### config.mk
export PLATFORM = sky130hd
export DESIGN_NAME = dma_sched_top
export DESIGN_NICKNAME = d
export VERILOG_FILES = /design/src/rtl/dma_sched_pkg.sv /design/src/rtl/desc_intake.sv /design/src/rtl/channel_fsm.sv /design/src/rtl/beat_tracker.sv /design/src/rtl/mon_event_gen.sv /design/src/rtl/dma_sched_top.sv
export SDC_FILE = /design/constraint.sdc
export NUM_CORES = 1
export LEC_CHECK = 0
export BUFFER_PORTS_ARGS = -buffer_cell sky130_fd_sc_hd__buf_2
export CELL_PAD_IN_SITES_DETAIL_PLACEMENT = 0
export CELL_PAD_IN_SITES_GLOBAL_PLACEMENT = 1
export CORE_ASPECT_RATIO = 1.75
export CORE_MARGIN = 2
export CORE_UTILIZATION = 45
export CTS_CLUSTER_SIZE = 8
export DETAILED_ROUTE_END_ITERATION = 12
export PLACE_DENSITY_LB_ADDON = 0.1
export SLEW_MARGIN = 0
export SYNTH_ARGS = -nofsm -noshare
export SYNTH_HDL_FRONTEND = slang
export SYNTH_HIERARCHICAL = 1
export SYNTH_SLANG_ARGS = --single-unit
### constraint.sdc
create_clock -name clk -period 10.3 [get_ports clk]
set_clock_uncertainty 0.05 [all_clocks]
set_input_delay 2.06 -clock clk [delete_from_list [all_inputs] [get_ports clk]]
set_output_delay 2.06 -clock clk [all_outputs]
set_load 0.05 [all_outputs]
### src/rtl/dma_sched_pkg.sv
// ============================================================
// DMA descriptor scheduler shared definitions
// Widths, descriptor and engine layouts, state and event
// encodings, and the monitor packet builder
// ============================================================

package dma_sched_pkg;

    // ============================================================
    // Widths and fixed identifiers
    // ============================================================
    localparam int ADDR_W          = 64;
    localparam int BEAT_W          = 32;
    // 512-bit data beat, 64 bytes
    localparam int BEAT_BYTES_LOG2 = 6;
    localparam int DESC_W          = 256;
    localparam int MON_PKT_W       = 64;
    localparam int MON_PAYLOAD_W   = 38;

    localparam logic [7:0] MON_AGENT_ID      = 8'h40;
    localparam logic [3:0] MON_UNIT_ID       = 4'h1;
    localparam logic [5:0] MON_CHANNEL_ID    = 6'h0;
    localparam logic [1:0] MON_PROTOCOL_CORE = 2'b00;

    // ============================================================
    // Descriptor and engine layouts
    // ============================================================
    // Field order follows packet bits 194:0, upper bits reserved
    typedef struct packed {
        logic              last;
        logic              gen_irq;
        logic              valid;
        logic [31:0]       next_ptr;
        logic [BEAT_W-1:0] length;
        logic [ADDR_W-1:0] dst_addr;
        logic [ADDR_W-1:0] src_addr;
    } desc_t;

    // Completion report from one engine
    typedef struct packed {
        logic              strobe;
        logic [BEAT_W-1:0] beats_done;
        logic              error;
    } eng_done_t;

    // Request to one engine, beats is what is still left
    typedef struct packed {
        logic              valid;
        logic [ADDR_W-1:0] addr;
        logic [BEAT_W-1:0] beats;
    } eng_req_t;

    // ============================================================
    // Encodings
    // ============================================================
    typedef enum logic [2:0] {
        CH_IDLE       = 3'd0,
        CH_FETCH_DESC = 3'd1,
        CH_XFER_DATA  = 3'd2,
        CH_COMPLETE   = 3'd3,
        CH_NEXT_DESC  = 3'd4,
        CH_ERROR      = 3'd5
    } chan_state_t;

    typedef enum logic [3:0] {
        EVT_DESC_START    = 4'h0,
        EVT_DESC_COMPLETE = 4'h1,
        EVT_IRQ           = 4'h2,
        EVT_ERROR         = 4'hF
    } mon_event_t;

    typedef enum logic [1:0] {
        PKT_COMPLETION = 2'd0,
        PKT_ERROR      = 2'd3
    } mon_pkt_type_t;

    // Agent, unit, channel, event, protocol, type, payload from MSB down
    function automatic logic [MON_PKT_W-1:0] build_mon_packet(
        input mon_pkt_type_t            pkt_type,
        input mon_event_t               evt,
        input logic [MON_PAYLOAD_W-1:0] payload
    );
        return {MON_AGENT_ID, MON_UNIT_ID, MON_CHANNEL_ID, evt,
                MON_PROTOCOL_CORE, pkt_type, payload};
    endfunction

endpackage

### src/rtl/desc_intake.sv
// ============================================================
// Descriptor intake
// Decodes the 256-bit descriptor packet and latches it on
// the valid/ready handshake
// ============================================================

`timescale 1ns/1ps

module desc_intake
    import dma_sched_pkg::*;
(
    input  logic              clk,
    input  logic              r_channel_reset_active,
    input  chan_state_t       state,
    input  logic              channel_enable,
    input  logic              descriptor_valid,
    input  logic [DESC_W-1:0] descriptor_packet,
    output logic              descriptor_ready,
    output logic              desc_take,
    output desc_t             desc
);

    desc_t r_desc;
    desc_t w_desc;

    // Low bits carry the fields, the rest is reserved
    assign w_desc = desc_t'(descriptor_packet[$bits(desc_t)-1:0]);

    // Ready in idle and while waiting for a chained descriptor
    assign descriptor_ready = (state == CH_IDLE) || (state == CH_NEXT_DESC);

    // First descriptor needs the channel enabled
    // Chained ones are taken regardless
    assign desc_take = descriptor_valid && descriptor_ready &&
                       ((state != CH_IDLE) || channel_enable);

    // Latch on take, stable from the next cycle on
    always_ff @(posedge clk) begin
        if (r_channel_reset_active) begin
            r_desc <= '0;
        end else if (desc_take) begin
            r_desc <= w_desc;
        end
    end

    assign desc = r_desc;

endmodule

### src/rtl/channel_fsm.sv
// ============================================================
// Channel state machine
// Sequences fetch, transfer, completion and chaining, holds
// sticky engine error flags and the status outputs
// ============================================================

`timescale 1ns/1ps

module channel_fsm
    import dma_sched_pkg::*;
(
    input  logic        clk,
    input  logic        r_channel_reset_active,
    input  logic        desc_take,
    input  desc_t       desc,
    input  logic        xfer_done,
    input  logic        wr_ready,
    input  logic        descriptor_error,
    input  logic        rd_err,
    input  logic        wr_err,
    output chan_state_t state,
    output logic [1:0]  err_flags,
    output logic        scheduler_idle,
    output logic        sched_error
);

    chan_state_t r_state;
    chan_state_t w_next_state;
    logic        r_rd_err_sticky;
    logic        r_wr_err_sticky;
    logic        w_any_err;

    assign w_any_err = descriptor_error || rd_err || wr_err;

    // ============================================================
    // Next state
    // ============================================================
    always_comb begin
        w_next_state = r_state;
        // Errors win over every normal transition
        if (w_any_err && (r_state != CH_ERROR)) begin
            w_next_state = CH_ERROR;
        end else begin
            case (r_state)
                CH_IDLE: begin
                    if (desc_take) begin
                        w_next_state = CH_FETCH_DESC;
                    end
                end
                CH_FETCH_DESC: begin
                    // Valid bit of the latched descriptor decides
                    w_next_state = desc.valid ? CH_XFER_DATA : CH_ERROR;
                end
                CH_XFER_DATA: begin
                    // Both sides drained and write side settled
                    if (xfer_done && wr_ready) begin
                        w_next_state = CH_COMPLETE;
                    end
                end
                CH_COMPLETE: begin
                    // Chain on non-zero pointer unless marked last
                    if ((desc.next_ptr != 32'h0) && !desc.last) begin
                        w_next_state = CH_NEXT_DESC;
                    end else begin
                        w_next_state = CH_IDLE;
                    end
                end
                CH_NEXT_DESC: begin
                    if (desc_take) begin
                        w_next_state = CH_FETCH_DESC;
                    end
                end
                CH_ERROR: begin
                    // Terminal until reset
                    w_next_state = CH_ERROR;
                end
                default: begin
                    w_next_state = CH_ERROR;
                end
            endcase
        end
    end

    // ============================================================
    // State and sticky error registers
    // ============================================================
    always_ff @(posedge clk) begin
        if (r_channel_reset_active) begin
            r_state         <= CH_IDLE;
            r_rd_err_sticky <= 1'b0;
            r_wr_err_sticky <= 1'b0;
        end else begin
            r_state <= w_next_state;
            if (rd_err) begin
                r_rd_err_sticky <= 1'b1;
            end
            if (wr_err) begin
                r_wr_err_sticky <= 1'b1;
            end
        end
    end

    assign state     = r_state;
    // Write flag above read flag
    assign err_flags = {r_wr_err_sticky, r_rd_err_sticky};

    // Status
    assign scheduler_idle = (r_state == CH_IDLE) || (r_state == CH_ERROR);
    assign sched_error    = (r_state == CH_ERROR);

endmodule

### src/rtl/beat_tracker.sv
// ============================================================
// Read and write beat tracking
// Per side remaining count and current address, advanced by
// the engine done strobes, and the engine requests
// ============================================================

`timescale 1ns/1ps

module beat_tracker
    import dma_sched_pkg::*;
(
    input  logic        clk,
    input  logic        r_channel_reset_active,
    input  chan_state_t state,
    input  desc_t       desc,
    input  eng_done_t   rd_done,
    input  eng_done_t   wr_done,
    output eng_req_t    rd_req,
    output eng_req_t    wr_req,
    output logic        xfer_done
);

    // Index 0 is the read side, index 1 the write side
    eng_done_t         w_done       [2];
    logic [ADDR_W-1:0] w_start_addr [2];
    logic [ADDR_W-1:0] r_addr       [2];
    logic [BEAT_W-1:0] r_beats      [2];
    logic              w_completing [2];
    logic              w_zero       [2];
    eng_req_t          w_req        [2];

    assign w_done[0]       = rd_done;
    assign w_done[1]       = wr_done;
    assign w_start_addr[0] = desc.src_addr;
    assign w_start_addr[1] = desc.dst_addr;

    // ============================================================
    // One counter and address per side
    // ============================================================
    for (genvar i = 0; i < 2; i++) begin : g_side
        always_ff @(posedge clk) begin
            if (r_channel_reset_active) begin
                r_beats[i] <= '0;
            end else if (state == CH_FETCH_DESC) begin
                // Load from the latched descriptor
                r_beats[i] <= desc.length;
                r_addr[i]  <= w_start_addr[i];
            end else if ((state == CH_XFER_DATA) && w_done[i].strobe) begin
                // Saturate at zero on an overshooting report
                if (r_beats[i] >= w_done[i].beats_done) begin
                    r_beats[i] <= r_beats[i] - w_done[i].beats_done;
                end else begin
                    r_beats[i] <= '0;
                end
                // 64 bytes per beat
                r_addr[i] <= r_addr[i] +
                             (ADDR_W'(w_done[i].beats_done) << BEAT_BYTES_LOG2);
            end
        end

        // Strobe that finishes the count this very cycle
        assign w_completing[i] = w_done[i].strobe &&
                                 (r_beats[i] <= w_done[i].beats_done);
        assign w_zero[i] = (r_beats[i] == '0);

        // Valid drops in the completing cycle so no extra burst is issued
        assign w_req[i].valid = (state == CH_XFER_DATA) && !w_zero[i] &&
                                !w_completing[i];
        assign w_req[i].addr  = r_addr[i];
        assign w_req[i].beats = r_beats[i];
    end

    assign rd_req    = w_req[0];
    assign wr_req    = w_req[1];
    assign xfer_done = w_zero[0] && w_zero[1];

endmodule

### src/rtl/mon_event_gen.sv
// ============================================================
// Monitor event generator
// Registers one 64-bit monitor packet per start, completion
// and error cycle of the channel
// ============================================================

`timescale 1ns/1ps

module mon_event_gen
    import dma_sched_pkg::*;
(
    input  logic                 clk,
    input  logic                 r_channel_reset_active,
    input  chan_state_t          state,
    input  desc_t                desc,
    input  logic [1:0]           err_flags,
    output logic                 mon_valid,
    output logic [MON_PKT_W-1:0] mon_packet
);

    logic                     r_mon_valid;
    logic [MON_PKT_W-1:0]     r_mon_packet;
    logic                     w_valid;
    logic [MON_PKT_W-1:0]     w_packet;
    logic [MON_PAYLOAD_W-1:0] w_len_payload;
    logic [MON_PAYLOAD_W-1:0] w_err_payload;

    // Length in the low bits
    assign w_len_payload = {{(MON_PAYLOAD_W - BEAT_W){1'b0}}, desc.length};
    // Write flag at bit 35, read flag at bit 34
    assign w_err_payload = {2'b00, err_flags, 34'h0};

    // Event select from the current state
    always_comb begin
        w_valid  = 1'b0;
        w_packet = '0;
        case (state)
            CH_FETCH_DESC: begin
                w_valid  = 1'b1;
                w_packet = build_mon_packet(PKT_COMPLETION, EVT_DESC_START, w_len_payload);
            end
            CH_COMPLETE: begin
                w_valid = 1'b1;
                if (desc.gen_irq) begin
                    w_packet = build_mon_packet(PKT_COMPLETION, EVT_IRQ, w_len_payload);
                end else begin
                    w_packet = build_mon_packet(PKT_COMPLETION, EVT_DESC_COMPLETE,
                                                w_len_payload);
                end
            end
            CH_ERROR: begin
                // Repeats every cycle while in error
                w_valid  = 1'b1;
                w_packet = build_mon_packet(PKT_ERROR, EVT_ERROR, w_err_payload);
            end
            default: begin
                w_valid = 1'b0;
            end
        endcase
    end

    always_ff @(posedge clk) begin
        if (r_channel_reset_active) begin
            r_mon_valid <= 1'b0;
        end else begin
            r_mon_valid <= w_valid;
        end
        r_mon_packet <= w_packet;
    end

    assign mon_valid  = r_mon_valid;
    assign mon_packet = r_mon_packet;

endmodule

### src/rtl/dma_sched_top.sv
// ============================================================
// DMA descriptor scheduler top level
// Descriptor intake, channel FSM, beat tracking and monitor
// packet generation for one memory-to-memory channel
// ============================================================

`timescale 1ns/1ps

module dma_sched_top
    import dma_sched_pkg::*;
(
    input  logic                 clk,
    input  logic                 r_channel_reset_active,
    input  logic                 channel_enable,
    input  logic                 descriptor_valid,
    input  logic [DESC_W-1:0]    descriptor_packet,
    input  logic                 descriptor_error,
    input  eng_done_t            rd_done,
    input  eng_done_t            wr_done,
    input  logic                 wr_ready,
    output logic                 descriptor_ready,
    output eng_req_t             rd_req,
    output eng_req_t             wr_req,
    output logic                 scheduler_idle,
    output logic                 sched_error,
    output logic                 mon_valid,
    output logic [MON_PKT_W-1:0] mon_packet
);

    chan_state_t state;
    desc_t       desc;
    logic        desc_take;
    logic [1:0]  err_flags;
    logic        xfer_done;

    // Input side
    desc_intake u_intake (
        .clk                    (clk),
        .r_channel_reset_active (r_channel_reset_active),
        .state                  (state),
        .channel_enable         (channel_enable),
        .descriptor_valid       (descriptor_valid),
        .descriptor_packet      (descriptor_packet),
        .descriptor_ready       (descriptor_ready),
        .desc_take              (desc_take),
        .desc                   (desc)
    );

    // Processing core, error bits split out of the done reports
    channel_fsm u_fsm (
        .clk                    (clk),
        .r_channel_reset_active (r_channel_reset_active),
        .desc_take              (desc_take),
        .desc                   (desc),
        .xfer_done              (xfer_done),
        .wr_ready               (wr_ready),
        .descriptor_error       (descriptor_error),
        .rd_err                 (rd_done.error),
        .wr_err                 (wr_done.error),
        .state                  (state),
        .err_flags              (err_flags),
        .scheduler_idle         (scheduler_idle),
        .sched_error            (sched_error)
    );

    beat_tracker u_tracker (
        .clk                    (clk),
        .r_channel_reset_active (r_channel_reset_active),
        .state                  (state),
        .desc                   (desc),
        .rd_done                (rd_done),
        .wr_done                (wr_done),
        .rd_req                 (rd_req),
        .wr_req                 (wr_req),
        .xfer_done              (xfer_done)
    );

    // Output side
    mon_event_gen u_mon (
        .clk                    (clk),
        .r_channel_reset_active (r_channel_reset_active),
        .state                  (state),
        .desc                   (desc),
        .err_flags              (err_flags),
        .mon_valid              (mon_valid),
        .mon_packet             (mon_packet)
    );

endmodule

==> metrics.cfg, run 1 <==
[grt]
grt_max_degree=177
grt_remaining_overflow=0
antenna_found_initial=23
grt_pass1_vias=22500
grt_usage_pct=27.9
grt_pass1_wl_um=128000

[floorplanning]
die_h_um=323
num_rows=116
core_area_sq_um=57300
io_pins=592
start_util_pct=45.6
die_area_sq_um=60100
die_w_um=186

[yosys]
ys_async_sr_fraction_pct=0
syn_area_sq_um=26200
postSynthAreaPerCell_sq_um=9.36
synthDistinctLibCells=91
yosys_warnings=6
ys.flop_type=dfxtp_1
synth.yosys.seq_area_share_pct=40.3
synthCells=2793
synth-seq-cells=431
synth_edf_count=192

[clock_network]
h-tree-depth=2
clock_latency_ns=0.65
cts_sinks=431
postCtsResizedCells=0
clockBufferDepth=3
clkTransAtPathRegs_ns=0.05
cts_tree=done
postCtsHoldBufs=0
cts_setup_buffers=0
cts_buffers=59
root_buffer=clkbuf_16

[place]
dp_hpwl_um=66100
gp_congestion=0.935
portBuffers=508

[detailed_routing]
drc=0
routed-via-count=22000
ant_nets=0
drt-total-wl_um=86300
wl_per_cell_um=21.2
drt_iter0_drc=982
via_per_inst=5.41
drt-pass1-iter-count=7

[setup_path]
timing.critical_path.fanout_max=6
cpMostUsedCell=buf_2
cpPeakStageDelay_ns=0.52
crit_buf_inv=2
crit_arrival_ns=5.29
cp-end-kind=output port
crit_path_cell_trace=buf_2 > ha_1 > fa_1 > nand2b_1 > a211oi_1 > o311ai_1 > a31o_2 > o21a_1 > nor2b_1 > o21ai_0 > a2111oi_0 > buf_2
required_ns=8.19
startpoint_type=input port
reg2reg_slack_ns=6.20
crit_family=compound AO/OA/AOI/OAI gates
cpMaxStageDelayCell=a211oi_1
critPathKind=in -> out

[timing]
timing.setup.tns_ns=0
drv_slew=0
setup_viol=0
hold_viol=0
rsz0062_at_grt=false
clock.fmax_mhz=135
fin_crit_ns=7.40
slew-limit-headroom_pct=13.1
worstMarginPinSlew_ns=1.30
min_period_over_period_pct=71.8

[run]
cap_violations=0

[run_status]
status=completed

[hold_path]
hold_class=reg -> reg

[power_and_ir_drop]
p_total_mw=4.61
vdd_drop_max_uv=143
powerDensity_nw_per_um2=150
power_leakage_nw=12.9

[finish]
finalNetCount=3701
area_growth_pct=17.4
drive_gt1_share_pct=19.5

## metal layers
| metal | share of wire [%] | track usage, % | up-vias |
|---|---|---|---|
| met1 | 37 | 29.2 | 10400 |
| met4 | 5.3 | 14.6 | 16 |
| met3 | 6.7 | 7.13 | 204 |
| li1 | - | - | 10700 |
| met2 | 51 | 50.7 | 678 |
| met5 | 0.12 | 0 | - |
## Yosys cell counts (all sizes together) (33+ instances only)
cell type	instances	area [sq um]
nand2b	409	2570
xor2	55	482
xnor2	105	920
edfxtp	192	5770
o21ai	244	1220
buf	66	582
a21o	57	428
ha	128	1600
nand2	257	970
mux2i	199	1990
and2	47	319
nor4	40	284
inv	103	387
and3	33	208
nor3	35	180
nor2	85	319
clkbuf	89	335
a21oi	133	677
dfxtp	239	4780
## cell usage in the layout, fill, tap and decap left out, types with 6 or more instances in the layout
master and count:
buf_2 507, nand2b_1 408, nand2_1 251, dfxtp_1 239, o21ai_0 214, mux2i_1 199, edfxtp_1 192, a21oi_1 130
ha_1 128, xnor2_1 105, inv_1 102, nor2_1 85, clkbuf_16 59, a21o_1 57, xor2_1 55, clkbuf_1 45
nor4_1 36, nor3_1 34, and3_1 32, nand3_1 32, nand4_1 30, o21ai_1 30, and2_1 27, conb_1 22
and2_2 20, nor2b_1 18, o21bai_1 17, a211oi_1 16, o21a_1 14, diode_2 13, o211ai_1 11, o31ai_1 11
a31oi_1 11, buf_4 10, a21boi_0 9, nor3b_1 8, and4_1 6, a221oi_1 6
## flip-flops by register name, indices dropped and copies added, names as in the netlist
| name | cells |
|---|---|
| u_intake/desc | 195 |
| u_tracker/r_addr | 128 |
| u_tracker/r_beats | 64 |
| u_mon/mon_packet | 38 |
| u_fsm/state | 3 |
| u_fsm/r_rd_err_sticky | 1 |
| u_fsm/r_wr_err_sticky | 1 |
| u_mon/mon_valid | 1 |
## per-stage QoR
stage,hold WS (ns),utilization (%),setup WS [ns],instances,instance area [sq um]
2_1_floorplan,0.359,-,1.85,2814,26200
3_3_place_gp,0.365,50.5,2.86,3945,29000
3_5_place_dp,0.368,50.5,2.85,3945,29000
4_1_cts,0.379,53.5,2.83,4052,30700
5_1_grt,0.397,53.6,2.60,4063,30700
6_report,0.380,53.6,2.90,4065,30700
## path summary, 6_finish.rpt
kind                                                                to                                   start  cells past startpoint
worst min register to register        u_tracker/r_addr[1][1]$_DFFE_PP_          u_intake/desc[65]$_SDFFE_PP0P_                      0
worst min-delay path                  u_tracker/r_addr[1][1]$_DFFE_PP_          u_intake/desc[65]$_SDFFE_PP0P_                      0
worst max-delay path                                        rd_req[96]                              rd_done[1]                     12
worst max register to register  u_tracker/r_beats[1][14]$_SDFFCE_PP0P_  u_tracker/r_beats[1][15]$_SDFFCE_PP0P_                      8
## kinds of logic after synthesis
kind of cell	count (synthesis)	share of synthesized area [%]
simple gates	1025	21.5
compound gates	584	13.6
flops	431	40.3
buf+inv	258	4.98
mux	202	7.74
xor+xnor	160	5.36
fa+ha+maj	132	6.43
other cells	1	0.0143
## where the power goes
| part | internal [mW] | leakage (nW) | total [mW] | switching [mW] |
|---|---|---|---|---|
| registers | 1.86 | 3.90 | 1.92 | 0.0568 |
| clock network | 1.07 | 0.808 | 1.85 | 0.780 |
| logic | 0.304 | 8.23 | 0.842 | 0.538 |
| total | 3.24 | 12.9 | 4.61 | 1.37 |
## final cells by class
type                            instances  area (sq um)
Clock inverter                          3          68.8
Fill cell                            5431         26600
Antenna cell                           13          32.5
Sequential cell                       431         10600
Inverter                              103           388
Tap cell                              767           960
Clock buffer                          104          1650
Timing Repair Buffer                  519          2650
Multi-Input combinational cell       2125         14400
(Power assumes the default switching activity.)
==> run 2: changes to the inputs <==
CORE_UTILIZATION = 38   (was 45)
clock period = 6.1 ns   (was 10.3 ns; I/O delays follow)
==> metrics.cfg, run 2 (synthesized netlist as in run 1, its figures left out) <==
[timing]
whs_ns=0.380
drv_slew=0
fin_crit_ns=5.63
hold_viol=0
rsz0062_at_grt=false
setup_ws_ns=0.470
clock.fmax_mhz=178
slew-limit-headroom_pct=21.4
setup_viol=0
min_period_over_period_pct=92.3
worstMarginPinSlew_ns=1.18

[place]
dpl_cell_area_sq_um=29200
placedCellCount=4091
gp_congestion=0.896
portBuffers=508
dpl_worst_slack_ns=0.429
dp_hpwl_um=70600

[finish]
final_common_cell=buf_2
nFillCells=6836
finalNetCount=3712
mostFrequentLayoutCells=buf_2, nand2b_1, nand2_1
final_area_sq_um=31000
largest_reg_flops=195
final_cell_count_no_fill=4208
drive_gt1_share_pct=19.8
area_growth_pct=18.5

[run]
cap_violations=0

[setup_path]
required_ns=4.83
crit_path_cell_trace=buf_2 > ha_1 > fa_1 > nor2b_1 > o21ai_0 > a21oi_1 > buf_4 > o21ai_0 > a21oi_1 > nor2_1 > nor4_1 > o31ai_1 > a2111oi_1 > buf_2
timing.critical_path.fanout_max=3
cpPeakStageDelay_ns=0.44
reg2reg_depth=9
crit_arrival_ns=4.36
cpMaxStageDelayCell=a2111oi_1
critPathKind=in -> out
startpoint_type=input port
cp-end-kind=output port

[grt]
grt_max_degree=120
grt_usage_pct=24.8
grt_pass1_vias=22600
grt_pass1_wl_um=134000
antenna_found_initial=17
grt_remaining_overflow=0

[clock_network]
cts_buffers=60
cts_tree=done
postCtsHoldBufs=0
clock_latency_ns=0.65
clockBufferDepth=3
postCtsResizedCells=0
cts_setup_buffers=0
h-tree-depth=2
clkTransAtPathRegs_ns=0.06
cts_sinks=431
root_buffer=clkbuf_16

[power_and_ir_drop]
powerDensity_nw_per_um2=255
vdd_drop_max_uv=231
power_leakage_nw=13.0

[run_status]
status=completed

[hold_path]
hold_path_depth=0
hold_class=reg -> reg

[detailed_routing]
ant_nets=0
routed-via-count=21900
drt-pass1-iter-count=5
via_per_inst=5.21
drt_iter0_drc=1108
drt-total-wl_um=91200
wl_per_cell_um=21.7
drc=0

[floorplanning]
start_util_pct=38.3
die_area_sq_um=71000
io_pins=592
core_area_sq_um=68300
num_rows=127
die_w_um=202
die_h_um=351

==> run 2: changes by cell type in the layout (fill, tap and decap cells not counted), sizes merged <==
cell	previous run	this run
buf	518	528
diode	13	5
clkbuf	105	109
clkinv	3	4
==> run 2: metrics by stage <==
step / setup TNS (ns) / util [%] / power, mW
floorplan: -0.0188 / - / 4.30
global placement: 0 / 42.8 / 4.73
detailed placement: 0 / 42.8 / 4.74
CTS: 0 / 45.4 / 8.00
global route: 0 / 45.4 / 8.23
finish: 0 / 45.4 / 7.89
==> run 2: report_power, final <==
part | switching (mW) | leakage [nW] | internal, mW
registers | 0.0979 | 3.90 | 3.14
logic | 0.927 | 8.28 | 0.516
clock network | 1.35 | 0.834 | 1.86
==> run 2: layer usage <==
metal	part of all wire [%]	wire length (um)	global-route usage, %	vias up
met5	0.11	102	0	-
met3	7.2	6560	6.69	168
met1	38	34900	26.9	10400
li1	-	-	-	10700
met4	4.1	3750	10.4	18
met2	50	45900	45.2	650
==> run 2: worst paths after layout <==
kind,start,to,slack (ns)
max,wr_done[1],wr_req[96],0.47
min,u_intake/desc[65]$_SDFFE_PP0P_,u_tracker/r_addr[1][1]$_DFFE_PP_,0.38
max reg2reg,u_tracker/r_beats[1][13]$_SDFFCE_PP0P_,u_tracker/r_beats[1][3]$_SDFFCE_PP0P_,1.89
min reg2reg,u_intake/desc[65]$_SDFFE_PP0P_,u_tracker/r_addr[1][1]$_DFFE_PP_,0.38
==> run 2: layout make-up <==
cell class	instances	area (sq um)	area share [%]
Multi-Input combinational cell	2125	14400	46.5
Sequential cell	431	10600	34.0
Timing Repair Buffer	529	2730	8.82
Clock buffer	108	1690	5.46
Tap cell	903	1130	3.64
Inverter	103	388	1.25
Clock inverter	4	77.6	0.250
Antenna cell	5	12.5	0.0404
==> run 2: worst max-delay path, delay by kind of cell <==
family,cells,cell delay (ns)
compound gates,6,1.36
simple gates,3,0.44
buf+inv,3,0.68
fa+ha+maj,2,0.64
